==> src/hw/fetch_issue_pkg.sv <==
package fetch_issue_pkg;

  localparam int TAG_W = 4;   // reorder buffer has 16 slots
  localparam int XLEN  = 32;

  // major opcodes the front end understands, everything else is illegal
  typedef enum logic [6:0] {
    OPC_LUI    = 7'b0110111,
    OPC_AUIPC  = 7'b0010111,
    OPC_JAL    = 7'b1101111,
    OPC_BRANCH = 7'b1100011,
    OPC_OP_IMM = 7'b0010011,
    OPC_OP     = 7'b0110011
  } opcode_e;

  typedef enum logic [2:0] {
    CLS_LUI,
    CLS_AUIPC,
    CLS_JAL,
    CLS_BRANCH,
    CLS_OP_IMM,
    CLS_OP,
    CLS_ILLEGAL
  } instr_class_e;

  // encoding shared with the ALU in the reservation station
  typedef enum logic [3:0] {
    ALU_NOP  = 4'd0,
    ALU_AND  = 4'd1,
    ALU_OR   = 4'd2,
    ALU_XOR  = 4'd3,
    ALU_ADD  = 4'd4,
    ALU_SUB  = 4'd5,
    ALU_SRL  = 4'd6,
    ALU_SRA  = 4'd7,
    ALU_SLL  = 4'd8,
    ALU_LT   = 4'd9,
    ALU_LTU  = 4'd10,
    ALU_EQ   = 4'd11,
    ALU_NE   = 4'd12,
    ALU_GE   = 4'd13,
    ALU_GEU  = 4'd14,
    ALU_RSVD = 4'd15
  } alu_op_e;

  typedef enum logic [1:0] {
    ROB_REG    = 2'b00,
    ROB_STORE  = 2'b01,
    ROB_BRANCH = 2'b10,
    ROB_JALR   = 2'b11
  } rob_class_e;

  typedef struct packed {
    instr_class_e    cls;
    logic [4:0]      rd;        // zero when the class writes no register
    logic [4:0]      rs1;
    logic [4:0]      rs2;
    logic [XLEN-1:0] imm;       // already sign extended
    alu_op_e         alu_op;
    logic            uses_rs1;
    logic            uses_rs2;
  } decoded_instr_t;

  typedef struct packed {
    logic             valid;
    logic [TAG_W-1:0] tag;
    logic [XLEN-1:0]  value;
  } cdb_t;

  typedef struct packed {
    logic [XLEN-1:0]  value;
    logic [TAG_W-1:0] tag;      // producer tag, meaningful while not valid
    logic             valid;
  } operand_t;

  typedef struct packed {
    alu_op_e          alu_op;
    operand_t         opnd1;
    operand_t         opnd2;
    logic [TAG_W-1:0] tag_rd;
  } rs_entry_t;

  typedef struct packed {
    rob_class_e      cls;
    logic            value_ready;
    logic [XLEN-1:0] value;
    logic [4:0]      rd;
    logic [XLEN-1:0] pc_pred;
  } rob_entry_t;

endpackage

==> src/hw/instr_decoder.sv <==
`timescale 1ns/1ps

module instr_decoder (
  input  logic [31:0]                     instr,
  output fetch_issue_pkg::decoded_instr_t dec
);
  import fetch_issue_pkg::*;

  logic [XLEN-1:0] imm_i;
  logic [XLEN-1:0] imm_u;
  logic [XLEN-1:0] imm_j;
  logic [XLEN-1:0] imm_b;
  logic [XLEN-1:0] imm;
  logic [2:0]      funct3;
  instr_class_e    cls;
  alu_op_e         alu_op;
  logic            uses_rs1;
  logic            uses_rs2;
  logic            writes_rd;

  assign funct3 = instr[14:12];
  assign imm_i  = {{20{instr[31]}}, instr[31:20]};
  assign imm_u  = {instr[31:12], 12'b0};
  assign imm_j  = {{12{instr[31]}}, instr[19:12], instr[20], instr[30:21], 1'b0};
  assign imm_b  = {{20{instr[31]}}, instr[7], instr[30:25], instr[11:8], 1'b0};

  always_comb begin
    cls = CLS_ILLEGAL;
    imm = '0;
    case (instr[6:0])
      OPC_LUI: begin
        cls = CLS_LUI;
        imm = imm_u;
      end
      OPC_AUIPC: begin
        cls = CLS_AUIPC;
        imm = imm_u;
      end
      OPC_JAL: begin
        cls = CLS_JAL;
        imm = imm_j;
      end
      OPC_BRANCH: begin
        cls = CLS_BRANCH;
        imm = imm_b;
      end
      OPC_OP_IMM: begin
        cls = CLS_OP_IMM;
        imm = imm_i;
      end
      OPC_OP:  cls = CLS_OP;   // no immediate
      default: ;
    endcase
  end

  assign uses_rs1  = cls inside {CLS_BRANCH, CLS_OP_IMM, CLS_OP};
  assign uses_rs2  = cls inside {CLS_BRANCH, CLS_OP};
  assign writes_rd = !(cls inside {CLS_BRANCH, CLS_ILLEGAL});

  always_comb begin
    alu_op = ALU_NOP;
    if (cls == CLS_BRANCH) begin
      case (funct3)
        3'b000:  alu_op = ALU_EQ;
        3'b001:  alu_op = ALU_NE;
        3'b100:  alu_op = ALU_LT;
        3'b101:  alu_op = ALU_GE;
        3'b110:  alu_op = ALU_LTU;
        3'b111:  alu_op = ALU_GEU;
        default: alu_op = ALU_NOP;
      endcase
    end else if (uses_rs1) begin
      case (funct3)
        3'b000:  alu_op = (cls == CLS_OP && instr[30]) ? ALU_SUB : ALU_ADD;  // no SUBI
        3'b001:  alu_op = ALU_SLL;
        3'b010:  alu_op = ALU_LT;
        3'b011:  alu_op = ALU_LTU;
        3'b100:  alu_op = ALU_XOR;
        3'b101:  alu_op = instr[30] ? ALU_SRA : ALU_SRL;
        3'b110:  alu_op = ALU_OR;
        default: alu_op = ALU_AND;
      endcase
    end
  end

  // unused source ids read as x0 so they resolve valid right away
  assign dec = '{cls:      cls,
                 rd:       writes_rd ? instr[11:7] : 5'd0,
                 rs1:      uses_rs1 ? instr[19:15] : 5'd0,
                 rs2:      uses_rs2 ? instr[24:20] : 5'd0,
                 imm:      imm,
                 alu_op:   alu_op,
                 uses_rs1: uses_rs1,
                 uses_rs2: uses_rs2};

endmodule

==> src/hw/operand_resolver.sv <==
`timescale 1ns/1ps

module operand_resolver #(
  parameter int N_CDB = 2
) (
  input  logic [4:0]                              reg_id,
  input  logic [fetch_issue_pkg::XLEN-1:0]        rf_value,
  input  logic [fetch_issue_pkg::TAG_W-1:0]       rf_tag,
  input  logic                                    rf_valid,
  input  logic [fetch_issue_pkg::XLEN-1:0]        rob_value,
  input  logic                                    rob_ready,
  input  fetch_issue_pkg::cdb_t                   bypass,
  input  fetch_issue_pkg::cdb_t                   cdb [N_CDB],
  output fetch_issue_pkg::operand_t               opnd
);
  import fetch_issue_pkg::*;

  always_comb begin
    opnd = '{value: '0, tag: rf_tag, valid: 1'b0};
    if (reg_id == 5'd0) begin
      opnd.valid = 1'b1;  // x0 is hardwired
    end else if (rf_valid) begin
      opnd.value = rf_value;
      opnd.valid = 1'b1;
    end else if (rob_ready) begin
      opnd.value = rob_value;
      opnd.valid = 1'b1;
    end else if (bypass.valid && bypass.tag == rf_tag) begin
      // producer issued last cycle, not yet visible in the ROB
      opnd.value = bypass.value;
      opnd.valid = 1'b1;
    end else begin
      // walk downwards so the lowest matching bus wins
      for (int i = N_CDB - 1; i >= 0; i--) begin
        if (cdb[i].valid && cdb[i].tag == rf_tag) begin
          opnd.value = cdb[i].value;
          opnd.valid = 1'b1;
        end
      end
    end
  end

endmodule

==> src/hw/fetch_ctrl.sv <==
`timescale 1ns/1ps

module fetch_ctrl #(
  parameter int LOCAL_WIDTH = 6
) (
  input  logic                            clk_in,
  input  logic                            rst_in,
  input  fetch_issue_pkg::decoded_instr_t dec,
  input  logic                            fetch_done,
  input  logic                            rs_full,
  input  logic                            rob_full,
  input  logic                            predict_jump,
  input  logic                            clear_signal,
  input  logic [31:0]                     correct_pc,
  output logic                            fetch_req,
  output logic [31:0]                     pc,
  output logic [31:0]                     alt_pc,
  output logic [LOCAL_WIDTH-1:0]          predict_addr,
  output logic                            issue_fire,
  output logic                            rf_signal
);
  import fetch_issue_pkg::*;

  logic [31:0] pc_seq;
  logic [31:0] pc_tgt;
  logic [31:0] pc_next;
  logic        take_tgt;

  assign fetch_req    = ~rs_full & ~rob_full;
  assign issue_fire   = fetch_done & fetch_req & ~clear_signal & (dec.cls != CLS_ILLEGAL);
  assign rf_signal    = issue_fire;  // rename rd only when the entry really goes out
  assign predict_addr = pc[LOCAL_WIDTH+1:2];

  assign pc_seq = pc + 32'd4;
  assign pc_tgt = pc + dec.imm;   // J- or B-immediate depending on class

  assign take_tgt = (dec.cls == CLS_JAL) || (dec.cls == CLS_BRANCH && predict_jump);
  assign pc_next  = take_tgt ? pc_tgt : pc_seq;
  assign alt_pc   = predict_jump ? pc_seq : pc_tgt;  // path the ROB falls back to

  always_ff @(posedge clk_in) begin
    if (rst_in) begin
      pc <= 32'h0;
    end else if (clear_signal) begin
      pc <= correct_pc;   // mispredict wins over everything
    end else if (issue_fire) begin
      pc <= pc_next;
    end
  end

  // redirect targets and immediates must keep fetch word aligned
  a_pc_aligned: assert property (@(posedge clk_in) disable iff (rst_in)
    pc[1:0] == 2'b00);

endmodule

==> src/hw/issue_regs.sv <==
`timescale 1ns/1ps

module issue_regs #(
  parameter int LOCAL_WIDTH = 6
) (
  input  logic                                clk_in,
  input  logic                                rst_in,
  input  logic                                issue_fire,
  input  fetch_issue_pkg::decoded_instr_t     dec,
  input  logic [31:0]                         pc,
  input  logic [31:0]                         alt_pc,
  input  logic                                predict_jump,
  input  logic [fetch_issue_pkg::TAG_W-1:0]   rob_index,
  input  fetch_issue_pkg::operand_t           opnd1,
  input  fetch_issue_pkg::operand_t           opnd2,
  output logic                                rs_issue,
  output fetch_issue_pkg::rs_entry_t          rs_entry,
  output logic                                rob_issue,
  output fetch_issue_pkg::rob_entry_t         rob_entry,
  output logic [fetch_issue_pkg::TAG_W-1:0]   rf_tag_rd,
  output fetch_issue_pkg::cdb_t               bypass
);
  import fetch_issue_pkg::*;

  logic [LOCAL_WIDTH-1:0] pred_idx;
  logic [XLEN-1:0]        rob_value_d;
  logic                   value_ready_d;
  rob_class_e             rob_cls_d;
  operand_t               opnd2_sel;
  logic                   to_rs;

  // the ROB has not advanced its index yet for the entry sent last cycle
  assign rf_tag_rd = rob_issue ? rob_index + TAG_W'(1) : rob_index;

  assign pred_idx = pc[LOCAL_WIDTH+1:2];
  assign to_rs    = dec.uses_rs1;   // branch, op-imm and op all go to the RS
  assign opnd2_sel = dec.uses_rs2 ? opnd2 : '{value: dec.imm, tag: '0, valid: 1'b1};

  always_comb begin
    rob_cls_d     = ROB_REG;
    value_ready_d = 1'b1;
    rob_value_d   = '0;
    case (dec.cls)
      CLS_LUI:   rob_value_d = dec.imm;
      CLS_AUIPC: rob_value_d = pc + dec.imm;
      CLS_JAL:   rob_value_d = pc + 32'd4;   // link address
      CLS_BRANCH: begin
        rob_cls_d     = ROB_BRANCH;
        value_ready_d = 1'b0;
        // predictor slot, fallback pc and taken bit packed for the commit check
        rob_value_d   = {pred_idx, alt_pc[31-LOCAL_WIDTH:2], predict_jump, 1'b0};
      end
      default:   value_ready_d = 1'b0;       // result comes from the ALU
    endcase
  end

  always_ff @(posedge clk_in) begin
    if (rst_in) begin
      rs_issue  <= 1'b0;
      rob_issue <= 1'b0;
    end else begin
      rs_issue  <= issue_fire & to_rs;
      rob_issue <= issue_fire;
    end
  end

  always_ff @(posedge clk_in) begin
    if (issue_fire) begin
      rob_entry <= '{cls: rob_cls_d, value_ready: value_ready_d, value: rob_value_d,
                     rd: dec.rd, pc_pred: '0};
      if (to_rs) begin
        rs_entry <= '{alu_op: dec.alu_op, opnd1: opnd1, opnd2: opnd2_sel, tag_rd: rf_tag_rd};
      end
    end
  end

  assign bypass = '{valid: rob_issue & rob_entry.value_ready,
                    tag:   rob_index,
                    value: rob_entry.value};

  // a branch slot in the ROB needs its compare in the RS
  a_branch_has_rs: assert property (@(posedge clk_in) disable iff (rst_in)
    rob_issue && rob_entry.cls == ROB_BRANCH |-> rs_issue);

endmodule

==> src/hw/fetch_issue_top.sv <==
`timescale 1ns/1ps

module fetch_issue_top #(
  parameter int LOCAL_WIDTH = 6,
  parameter int N_CDB       = 2
) (
  input  logic                              clk_in,
  input  logic                              rst_in,
  output logic                              fetch_req,
  output logic [31:0]                       fetch_addr,
  input  logic                              fetch_done,
  input  logic [31:0]                       fetch_instr,
  input  logic                              rs_full,
  input  logic                              rob_full,
  output logic                              rf_signal,
  output logic [4:0]                        rf_id_rs1,
  output logic [4:0]                        rf_id_rs2,
  output logic [4:0]                        rf_id_rd,
  output logic [fetch_issue_pkg::TAG_W-1:0] rf_tag_rd,
  input  logic [31:0]                       rf_value_rs1,
  input  logic [31:0]                       rf_value_rs2,
  input  logic [fetch_issue_pkg::TAG_W-1:0] rf_tag_rs1,
  input  logic [fetch_issue_pkg::TAG_W-1:0] rf_tag_rs2,
  input  logic                              rf_valid_rs1,
  input  logic                              rf_valid_rs2,
  input  logic [fetch_issue_pkg::TAG_W-1:0] rob_index,
  input  logic [31:0]                       rob_value_rs1,
  input  logic [31:0]                       rob_value_rs2,
  input  logic                              rob_ready_rs1,
  input  logic                              rob_ready_rs2,
  output logic [fetch_issue_pkg::TAG_W-1:0] rob_tag_rs1,
  output logic [fetch_issue_pkg::TAG_W-1:0] rob_tag_rs2,
  input  fetch_issue_pkg::cdb_t             cdb [N_CDB],
  output logic [LOCAL_WIDTH-1:0]            predict_addr,
  input  logic                              predict_jump,
  output logic                              rs_issue,
  output fetch_issue_pkg::rs_entry_t        rs_entry,
  output logic                              rob_issue,
  output fetch_issue_pkg::rob_entry_t       rob_entry,
  input  logic                              clear_signal,
  input  logic [31:0]                       correct_pc
);
  import fetch_issue_pkg::*;

  decoded_instr_t dec;
  operand_t       opnd1;
  operand_t       opnd2;
  cdb_t           bypass;
  logic [31:0]    pc;
  logic [31:0]    alt_pc;
  logic           issue_fire;

  assign fetch_addr  = pc;
  assign rf_id_rs1   = dec.rs1;
  assign rf_id_rs2   = dec.rs2;
  assign rf_id_rd    = dec.rd;
  assign rob_tag_rs1 = rf_tag_rs1;  // ROB is looked up with the RF tags
  assign rob_tag_rs2 = rf_tag_rs2;

  instr_decoder u_dec (.instr(fetch_instr), .dec);

  operand_resolver #(.N_CDB(N_CDB)) u_opnd1 (
    .reg_id(dec.rs1), .rf_value(rf_value_rs1), .rf_tag(rf_tag_rs1), .rf_valid(rf_valid_rs1),
    .rob_value(rob_value_rs1), .rob_ready(rob_ready_rs1), .bypass, .cdb, .opnd(opnd1)
  );

  operand_resolver #(.N_CDB(N_CDB)) u_opnd2 (
    .reg_id(dec.rs2), .rf_value(rf_value_rs2), .rf_tag(rf_tag_rs2), .rf_valid(rf_valid_rs2),
    .rob_value(rob_value_rs2), .rob_ready(rob_ready_rs2), .bypass, .cdb, .opnd(opnd2)
  );

  fetch_ctrl #(.LOCAL_WIDTH(LOCAL_WIDTH)) u_fetch (
    .clk_in, .rst_in, .dec, .fetch_done, .rs_full, .rob_full, .predict_jump,
    .clear_signal, .correct_pc, .fetch_req, .pc, .alt_pc, .predict_addr,
    .issue_fire, .rf_signal
  );

  issue_regs #(.LOCAL_WIDTH(LOCAL_WIDTH)) u_issue (
    .clk_in, .rst_in, .issue_fire, .dec, .pc, .alt_pc, .predict_jump, .rob_index,
    .opnd1, .opnd2, .rs_issue, .rs_entry, .rob_issue, .rob_entry, .rf_tag_rd, .bypass
  );

endmodule

==> config.mk <==
export PLATFORM = sky130hd
export DESIGN_NAME = fetch_issue_top
export DESIGN_NICKNAME = d
export VERILOG_FILES = /design/src/hw/fetch_issue_pkg.sv /design/src/hw/instr_decoder.sv /design/src/hw/operand_resolver.sv /design/src/hw/fetch_ctrl.sv /design/src/hw/issue_regs.sv /design/src/hw/fetch_issue_top.sv
export SDC_FILE = /design/constraint.sdc
export NUM_CORES = 1
export LEC_CHECK = 0
export CAP_MARGIN = 20
export CORE_AREA = 2 2 201 203
export DETAILED_ROUTE_END_ITERATION = 8
export DIE_AREA = 0 0 203 205
export DONT_BUFFER_PORTS = 1
export GPL_TIMING_DRIVEN = 0
export HOLD_SLACK_MARGIN = 0.06
export PLACE_DENSITY_LB_ADDON = 0.08
export RECOVER_POWER = 25
export SKIP_CTS_REPAIR_TIMING = 1
export SLEW_MARGIN = 10
export SYNTH_ARGS = -nofsm -noshare
export SYNTH_HDL_FRONTEND = slang
export SYNTH_SLANG_ARGS = --single-unit
==> constraint.sdc <==
create_clock -name clk_in -period 10.3 [get_ports clk_in]
set_input_delay 2.06 -clock clk_in [delete_from_list [all_inputs] [get_ports clk_in]]
set_output_delay 2.06 -clock clk_in [all_outputs]
set_load 0.005 [all_outputs]
# Yosys cells after proc, flatten, opt, wreduce, memory -nomap -nowiden
# Index checks and enable logic that the tools add are counted.
# totals
regBits,156
output_inout_bits,223
# op_classes
n_addsub,3
eq_ne,26
muxes,37
bitwise,10
reduce_logical,22
# op_table
op,n
$mux W32,14
$pmux W32 S4,2
$mux W37,1
$add A32 B3 Y32 const B,1
$add A32 B32 Y32,1
$pmux W4 S7,1
$mux W26,1
$eq A4 B4 Y1,6
$pmux W4 S6,1
$eq A3 B3 Y1 const B,7
$pmux W3 S6,1
$mux W5,3
$eq A7 B5 Y1 const B,2
$eq A7 B6 Y1 const B,2
$eq A7 B7 Y1 const B,2
$eq A3 B2 Y1 const B,4
$logic_not A5 Y1,2
$mux W1,10
$logic_and A1 B1 Y1,8
$mux W4,2
$and A1 B1 Y1,6
$eq A3 B1 Y1 const B,2
$logic_not A3 Y1,2
$reduce_bool A2 Y1,3
other kinds (11),14

# Logic depth before layout (Yosys ltp)
# Gate-level depths: netlist (run 1).
# depth
word_depth,9
mapped_depth,20
ltp_nobuf,17

# Hierarchy
# A second synthesis (run 1) with hierarchy kept.
# unflattened
hier_cells,1986
area_unflattened_um2,16931.2
# by_module_without_submodules
module,n_inst,cells_each,area_per_inst_um2,seq_area_each_um2
issue_regs,1,714,7828.8,3673.5
fetch_ctrl,1,623,4400.5,640.6
operand_resolver,2,265,1953.1,0.0
instr_decoder,1,111,735.7,0.0
fetch_issue_top,1,8,60.1,0.0

# Least setup slack after synthesis (run 1)
# OpenSTA, ideal clock, no wires.
# synth_timing
path_type,input-to-reg
startpoint,input port fetch_instr[4]
endpoint,"register, netlist name u_issue.rs_entry[0]"
setup_time_ps,623
arrival_time_ps,8943
required_time_ps,9677
slack_ps,734
path_stages,8
path_cell_list,buf_4 > nand3b_2 > nor2_1 > o21ai_0 > nand4b_1 > clkbuf_1 > clkbuf_1 > nor3_1
# synth_between
elab_chain_cells,5
elab_cells_between_ends,14
classes_between,eq/ne: 10; mux: 1; bitwise: 1; reduce/logical: 2
# synth_rtl
element,line,text
start: declaration,fetch_issue_top.sv:12,"input logic [31:0] fetch_instr,"
"$eq A7 B6 Y1, or another cell as far along",instr_decoder.sv:30,case (instr[6:0])
$pmux W3 S6 *,instr_decoder.sv:30,
"$eq A3 B2 Y1, or another cell as far along",instr_decoder.sv:56,"assign uses_rs1 = cls inside {CLS_BRANCH, CLS_OP_IMM, CLS_OP};"
$reduce_bool A3 Y1 or $and A1 B1 Y1 (tied branches),"instr_decoder.sv:56, fetch_ctrl.sv:30",
$reduce_and A2 Y1 (no line) *,--,
# Every way passes the cells marked *; elsewhere a longest branch is shown, timed or not.
# A chain may end at the register's enable or synchronous reset.

# Worst setup path after layout (run 1)
# layout_timing
startpoint,input port fetch_instr[3]
endpoint,"register, netlist name u_issue.bypass[29]"
# layout_between
elab_chain_cells,5
elab_cells_between_ends,15
classes_between,add/sub: 1; eq/ne: 9; mux: 3; reduce/logical: 2
# layout_rtl
element,line,text
$eq A7 B6 Y1 or $eq A7 B5 Y1 (tied branches),instr_decoder.sv:30,
$reduce_or A2 Y1 (no line),--,
$pmux W32 S4,instr_decoder.sv:30,
$add A32 B32 Y32,issue_regs.sv:45,CLS_AUIPC: rob_value_d = pc + dec.imm;
$pmux W32 S4 *,issue_regs.sv:43,case (dec.cls)
via u_issue.rob_value_d[29],issue_regs.sv:26,logic [XLEN-1:0] rob_value_d;
# The timed path passes the listed nets; every way through them passes the cells marked *.

==> results.json, run 1 <==
{
  "status": "finished clean",
  "synthSimpleGateAreaFrac": 0.1963,
  "h-tree-depth": 4,
  "syn_area_mm2": 0.01310,
  "crit_required_ps": 10480,
  "yosys_warnings": 0,
  "vias_per_cell": 6.013,
  "clk_path_buf_depth": 2,
  "initial_core_util": 0.3327,
  "ys_types": 102,
  "grt_use_total": 0.3268,
  "layout_common_cells": "nor2_1, a21oi_1, edfxtp_1, nand2_1, clkbuf_1",
  "fp.dieH_um": 205,
  "dpl_cell_area_mm2": 0.01397,
  "area_growth_pct": 11.29,
  "hold_start": "u_fetch.pc[0]",
  "first_pass_iters": 6,
  "r2r_start": "u_fetch.pc[7]",
  "cp-startpoint": "fetch_instr[3]",
  "syn_area_per_cell_um2": 8.094,
  "async_flop_share": 0,
  "antenna_found_initial": 8,
  "multi_input_area_mm2": 0.007831,
  "slew_headroom": 0.2480,
  "wirelength_mm": 70.12,
  "ir_worst_vdd_uv": 124.4,
  "vias": 13378,
  "layout-drive-gt1-share": 0.08983,
  "clkSinkCount": 155,
  "p_leak_nw": 5.372,
  "coreArea_mm2": 0.03937,
  "drc": 0,
  "drv_cap": 0,
  "fin_skew_ps": 12.72,
  "slew_violations": 0,
  "synthAdderAreaFrac": 0.03153,
  "io_buffers": 0,
  "switching_share": 0.2995,
  "finalSetupTns_ps": 0,
  "setup_viol": 0,
  "rows": 73,
  "cts.clk_slew.worst_paths_ps": 70,
  "cts_made_buffers": 17,
  "finalCritPeriodShare": 0.6750,
  "postSynthCellCount": 1618,
  "muxShareOfSynthArea": 0.007070,
  "final_hold_viol_count": 0,
  "tightest_slew_ps": 1119,
  "mostFrequentLayoutCell": "nor2_1",
  "finalCriticalPeriod_ps": 6952,
  "p_comb_frac": 0.141,
  "synth_xor_area_frac": 0.05809,
  "design_area_mm2": 0.01458,
  "fmax_mhz": 143.8,
  "ys.flop_type": "edfxtp_1",
  "wl_per_cell_um": 31.51,
  "grt_pass1_wl_mm": 96.32,
  "rsz0062_at_grt": "no",
  "nFillCells": 4191,
  "utilization": 0.3702,
  "p_sw_mw": 0.4745,
  "powerDensity_mw_per_mm2": 108.7,
  "drt_iter0_drc": 1205,
  "first_global_vias": 12643,
  "die_area_mm2": 0.04162,
  "ant_nets": 0,
  "synth_edf_count": 121,
  "grt_max_degree": 50,
  "ys_seq_area_frac": 0.3294,
  "pwr-share-seq": 0.438,
  "worst_setup_path_end_kind": "flop",
  "hold_class": "flop to flop",
  "clkPwrFrac": 0.421,
  "seq_area_mm2": 0.004314,
  "boundaryPins": 512,
  "synth_top_family_by_area": "compound AO/OA/AOI/OAI gates",
  "dp_hpwl_mm": 57.82,
  "ys_ff_latch": 155,
  "critical_path_arrival_ps": 7130,
  "p_int_mw": 1.110,
  "gp_congestion": 0.9746,
  "total_power_mw": 1.584,
  "cts_tree": "done",
  "nets": 1994,
  "crit_fanout": 10,
  "worstSkewPairLatency_ps": 480,
  "grt_remaining_overflow": 0,
  "die_w_um": 203,
  "clockRootBuffer": "clkbuf_16",
  "synth_compound_area_frac": 0.2942,
  "crit_type": "input pin to flop",
  "cp-start-kind": "input pin"
}
power by group through the flow:
stage | Clock [mW] | Combinational [mW] | Sequential [mW]
after detailed placement | 0 | 0.219 | 0.708
after global placement | 0 | 0.218 | 0.708
after global routing | 0.704 | 0.242 | 0.696
after CTS | 0.678 | 0.219 | 0.694
after floorplan | 0 | 0.161 | 0.700
final | 0.667 | 0.223 | 0.695
cells in the mapped netlist (21+ instances only):
library cell,count,area share
dfxtp_1,34,0.052
xor2_1,35,0.023
o22ai_1,27,0.013
inv_1,36,0.010
ha_1,25,0.024
a22oi_1,75,0.043
nand2_1,109,0.031
edfxtp_1,121,0.28
a21oi_1,190,0.073
a21o_1,21,0.012
a211oi_1,68,0.039
o21ai_0,61,0.023
clkbuf_1,104,0.030
and2_1,35,0.017
nor2_1,234,0.067
nand3_1,35,0.013
xnor2_1,50,0.033
buf_4,64,0.037
nor3_1,28,0.011
area by class of cell:
type / instances / share of cell area
clock buffer: 19 / 0.03108
multi-input combinational: 1275 / 0.5373
tap: 525 / 0.04507
timing repair buffer: 10 / 0.005237
clock inverter: 13 / 0.009014
antenna: 8 / 0.001374
inverter: 39 / 0.01004
sequential: 155 / 0.2960
buffer: 181 / 0.06490
final timing paths:
check | endpoint | slack (ps) | cells after the start
min reg2reg | u_fetch.pc[0] | 530 | 2
max | u_issue.bypass[29] | 3350 | 19
min | u_fetch.pc[0] | 530 | 2
max reg2reg | u_issue.bypass[29] | 6230 | 9
sequential cells by signal, summed over array words and instances (netlist names):
signal	count
u_issue.bypass	32
u_issue.rob_entry	7
u_issue.rs_entry	82
u_issue.rs_issue	1
u_fetch.pc	32
u_issue.rob_issue	1
logic make-up (layout without fill, tap and decap cells):
family	Yosys count	after routing
other cells	1	41
simple gates	540	540
fa+ha+maj	34	34
xor+xnor	86	86
buf+inv	220	262
mux	9	9
flops	155	155
compound gates	573	573
metrics by stage:
step | std cells | setup slack [ps] | hold WS (ps)
after detailed placement | 2185 | 3013 | 526.5
after floorplan | 1650 | 734.2 | 481.5
after CTS | 2217 | 3388 | 535.5
final | 2225 | 3348 | 528.7
after global routing | 2223 | 3159 | 569.4
after global placement | 2175 | -3584 | 523.4
metal layers:
layer | GRT usage | up-vias | share of wire
li1 | - | 6065 | -
met5 | 0 | - | 0.00026
met1 | 0.3885 | 6543 | 0.39
met3 | 0.07700 | 96 | 0.082
met2 | 0.5745 | 672 | 0.50
met4 | 0.1170 | 2 | 0.031
worst max-delay path, stage by stage:
cell	delay [ps]
buf_2	160
and4bb_2	310
nand2_1	290
clkinv_1	430
clkbuf_1	430
nand2_1	150
and2_1	160
inv_1	50
ha_1	260
nand3_1	70
nand2_1	120
nor3_1	70
o41ai_2	590
a211oi_2	290
o2111ai_2	350
a31oi_2	270
o31ai_4	340
nand2_1	90
o311ai_1	620
(Power assumes the default switching activity.)
==> run 2, diff against run 1 <==
Clock period 10.3 ns to 7.1 ns, I/O delays scaled along.
==> run 2 against run 1 <==
  * Global-route usage rose by 0.073 points
  * Clock skew is 6.6 ps higher
  * Routed wire length increased by 1.0%
  * Combinational power increased by 46%
  * Core utilization rose by 0.17 points
  * Final area grew 0.45%
  * First-iteration DRC count increased by 13%
  * Sequential share of layout area down 0.13 points
  * Via count grew 0.16%
  * Critical path type unchanged
  * Critical endpoint unchanged
==> results.json, run 2 (synthesis results as in run 1) <==
{
  "status": "finished clean",
  "crit_end": "u_issue.bypass[29]",
  "initial_core_util": 0.3327,
  "finalSetupTns_ps": 0,
  "clockRootBuffer": "clkbuf_16",
  "boundaryPins": 512,
  "wl_per_cell_um": 31.90,
  "layout_common_cells": "nor2_1, a21oi_1, edfxtp_1, nand2_1, clkbuf_1",
  "utilization": 0.3719,
  "h-tree-depth": 4,
  "slew_headroom": 0.2552,
  "critical_path_arrival_ps": 6460,
  "rows": 73,
  "clkSinkCount": 155,
  "ir_worst_vdd_uv": 181.7,
  "coreArea_mm2": 0.03937,
  "powerDensity_mw_per_mm2": 162.2,
  "critPathSlowestCell": "o41ai_2",
  "worst_setup_path_end_kind": "flop",
  "fmax_mhz": 159.3,
  "total_power_mw": 2.375,
  "rsz0062_at_grt": "no",
  "cts_made_buffers": 17,
  "top_register": "u_issue.rs_entry",
  "vias": 13399,
  "tightest_slew_ps": 1109,
  "rr_worst_depth": 12,
  "slowest_delay_ps": 600,
  "gr-usage-met3": 0.06793,
  "whs_ps": 538.0,
  "cpMostUsedCell": "nand2_1",
  "grt_max_degree": 50,
  "first_global_vias": 12516,
  "vias_per_cell": 6.036,
  "finalCritPeriodShare": 0.8842,
  "setup_viol": 0,
  "nets": 1992,
  "p_leak_nw": 5.385,
  "cts_tree": "done",
  "finalCriticalPeriod_ps": 6278,
  "antenna_found_initial": 8,
  "cts.clk_slew.worst_paths_ps": 70,
  "area_growth_pct": 11.79,
  "grt_remaining_overflow": 0,
  "die_w_um": 203,
  "grt_use_total": 0.3275,
  "cp-start-kind": "input pin",
  "first_pass_iters": 6,
  "grt_use_met1": 0.3982,
  "clk_path_buf_depth": 2,
  "grt_pass1_wl_mm": 96.56,
  "fp.dieH_um": 205,
  "wirelength_mm": 70.82,
  "mostFrequentLayoutCell": "nor2_1",
  "drv_cap": 0,
  "rrSetupSlack_ps": 3020,
  "nFillCells": 4157,
  "cp-startpoint": "fetch_instr[3]",
  "fin_skew_ps": 19.29,
  "crit_path_cell_trace": "buf_2 > and4bb_2 > nand2_1 > clkinv_1 > clkbuf_1 > nand2_1 > and2_1 > inv_1 > ha_1 > nand3_1 > nand2_1 > nor3_1 > o41ai_2 > a211oi_2 > o2111ai_2 > a31oi_2 > o31ai_4 > nand2_1 > o311ai_1",
  "die_area_mm2": 0.04162,
  "drt_iter0_drc": 1360,
  "hold_class": "flop to flop",
  "gr-usage-met2": 0.5618,
  "gp_congestion": 1.006,
  "crit_fanout": 10,
  "seq_area_mm2": 0.004314,
  "crit_required_ps": 7280,
  "ant_nets": 0,
  "grt.busiest_layer": "met2",
  "drc": 0,
  "r2r_start": "u_fetch.pc[7]",
  "r2r-end": "u_issue.bypass[26]",
  "largest_reg_flops": 82,
  "dp_hpwl_mm": 58.11,
  "io_buffers": 0,
  "slew_violations": 0,
  "layout-drive-gt1-share": 0.08585,
  "final_hold_viol_count": 0,
  "worstSkewPairLatency_ps": 480,
  "crit_type": "input pin to flop",
  "multi_input_area_mm2": 0.007831
}
[run 2: cell count changes in the layout (fill, tap and decap cells not counted), sizes merged]
cell,delta
buf,-3
bufinv,+3
clkinv,-3
diode,-2
clkdlybuf4s18,+1
inv,-1
[run 2: how the worst min path moves through the flow]
stage,startpoint,end,slack [ps],cells after the start
finish,u_fetch.pc[0],u_fetch.pc[0],540,2
CTS,u_fetch.pc[0],u_fetch.pc[0],540,2
global route,u_fetch.pc[0],u_fetch.pc[0],580,2
floorplan,u_fetch.pc[0],u_fetch.pc[0],480,2
global placement,u_fetch.pc[0],u_fetch.pc[0],510,2
detailed placement,u_fetch.pc[0],u_fetch.pc[0],530,2
[run 2: power by group]
| part | switching [mW] | internal [mW] |
|---|---|---|
| combinational | 0.205 | 0.121 |
| sequential | 0.0276 | 0.980 |
| clock | 0.448 | 0.593 |
[run 2: worst max-delay path: cells and delay by family]
family                   cells  cell delay (ps)
adder cells (fa/ha/maj)      1              260
buffers and inverters        4             1080
AO/OA/AOI/OAI                6             2400
AND/OR/NAND/NOR              8             1270
[run 2: final cells by class]
cell class / count / area share
inverters: 39 / 0.009999
diodes: 6 / 0.001026
multi-input cells: 1275 / 0.5349
plain buffers: 181 / 0.06461
well taps: 525 / 0.04487
repair buffers: 8 / 0.007521
clock inverters: 12 / 0.01282
clock buffers: 19 / 0.02957
flip-flops and latches: 155 / 0.2947
[run 2: metrics by stage]
step / worst slack (ps) / cell area, um2 / instances
6_report: 822.2 / 14640 / 2220
4_1_cts: 926.1 / 14630 / 2214
3_5_place_dp: 452.0 / 14000 / 2183
3_3_place_gp: -2318 / 13880 / 2175
2_1_floorplan: 660.0 / 13220 / 1650
5_1_grt: 481.8 / 14640 / 2220
[run 2: per-layer routing]
metal / vias to the layer above / routed length [um] / part of all wire
met3: 99 / 5534 / 0.078
met1: 6550 / 27850 / 0.39
li1: 6061 / - / -
met2: 687 / 34710 / 0.49
met5: - / 51 / 0.00072
met4: 2 / 2678 / 0.038
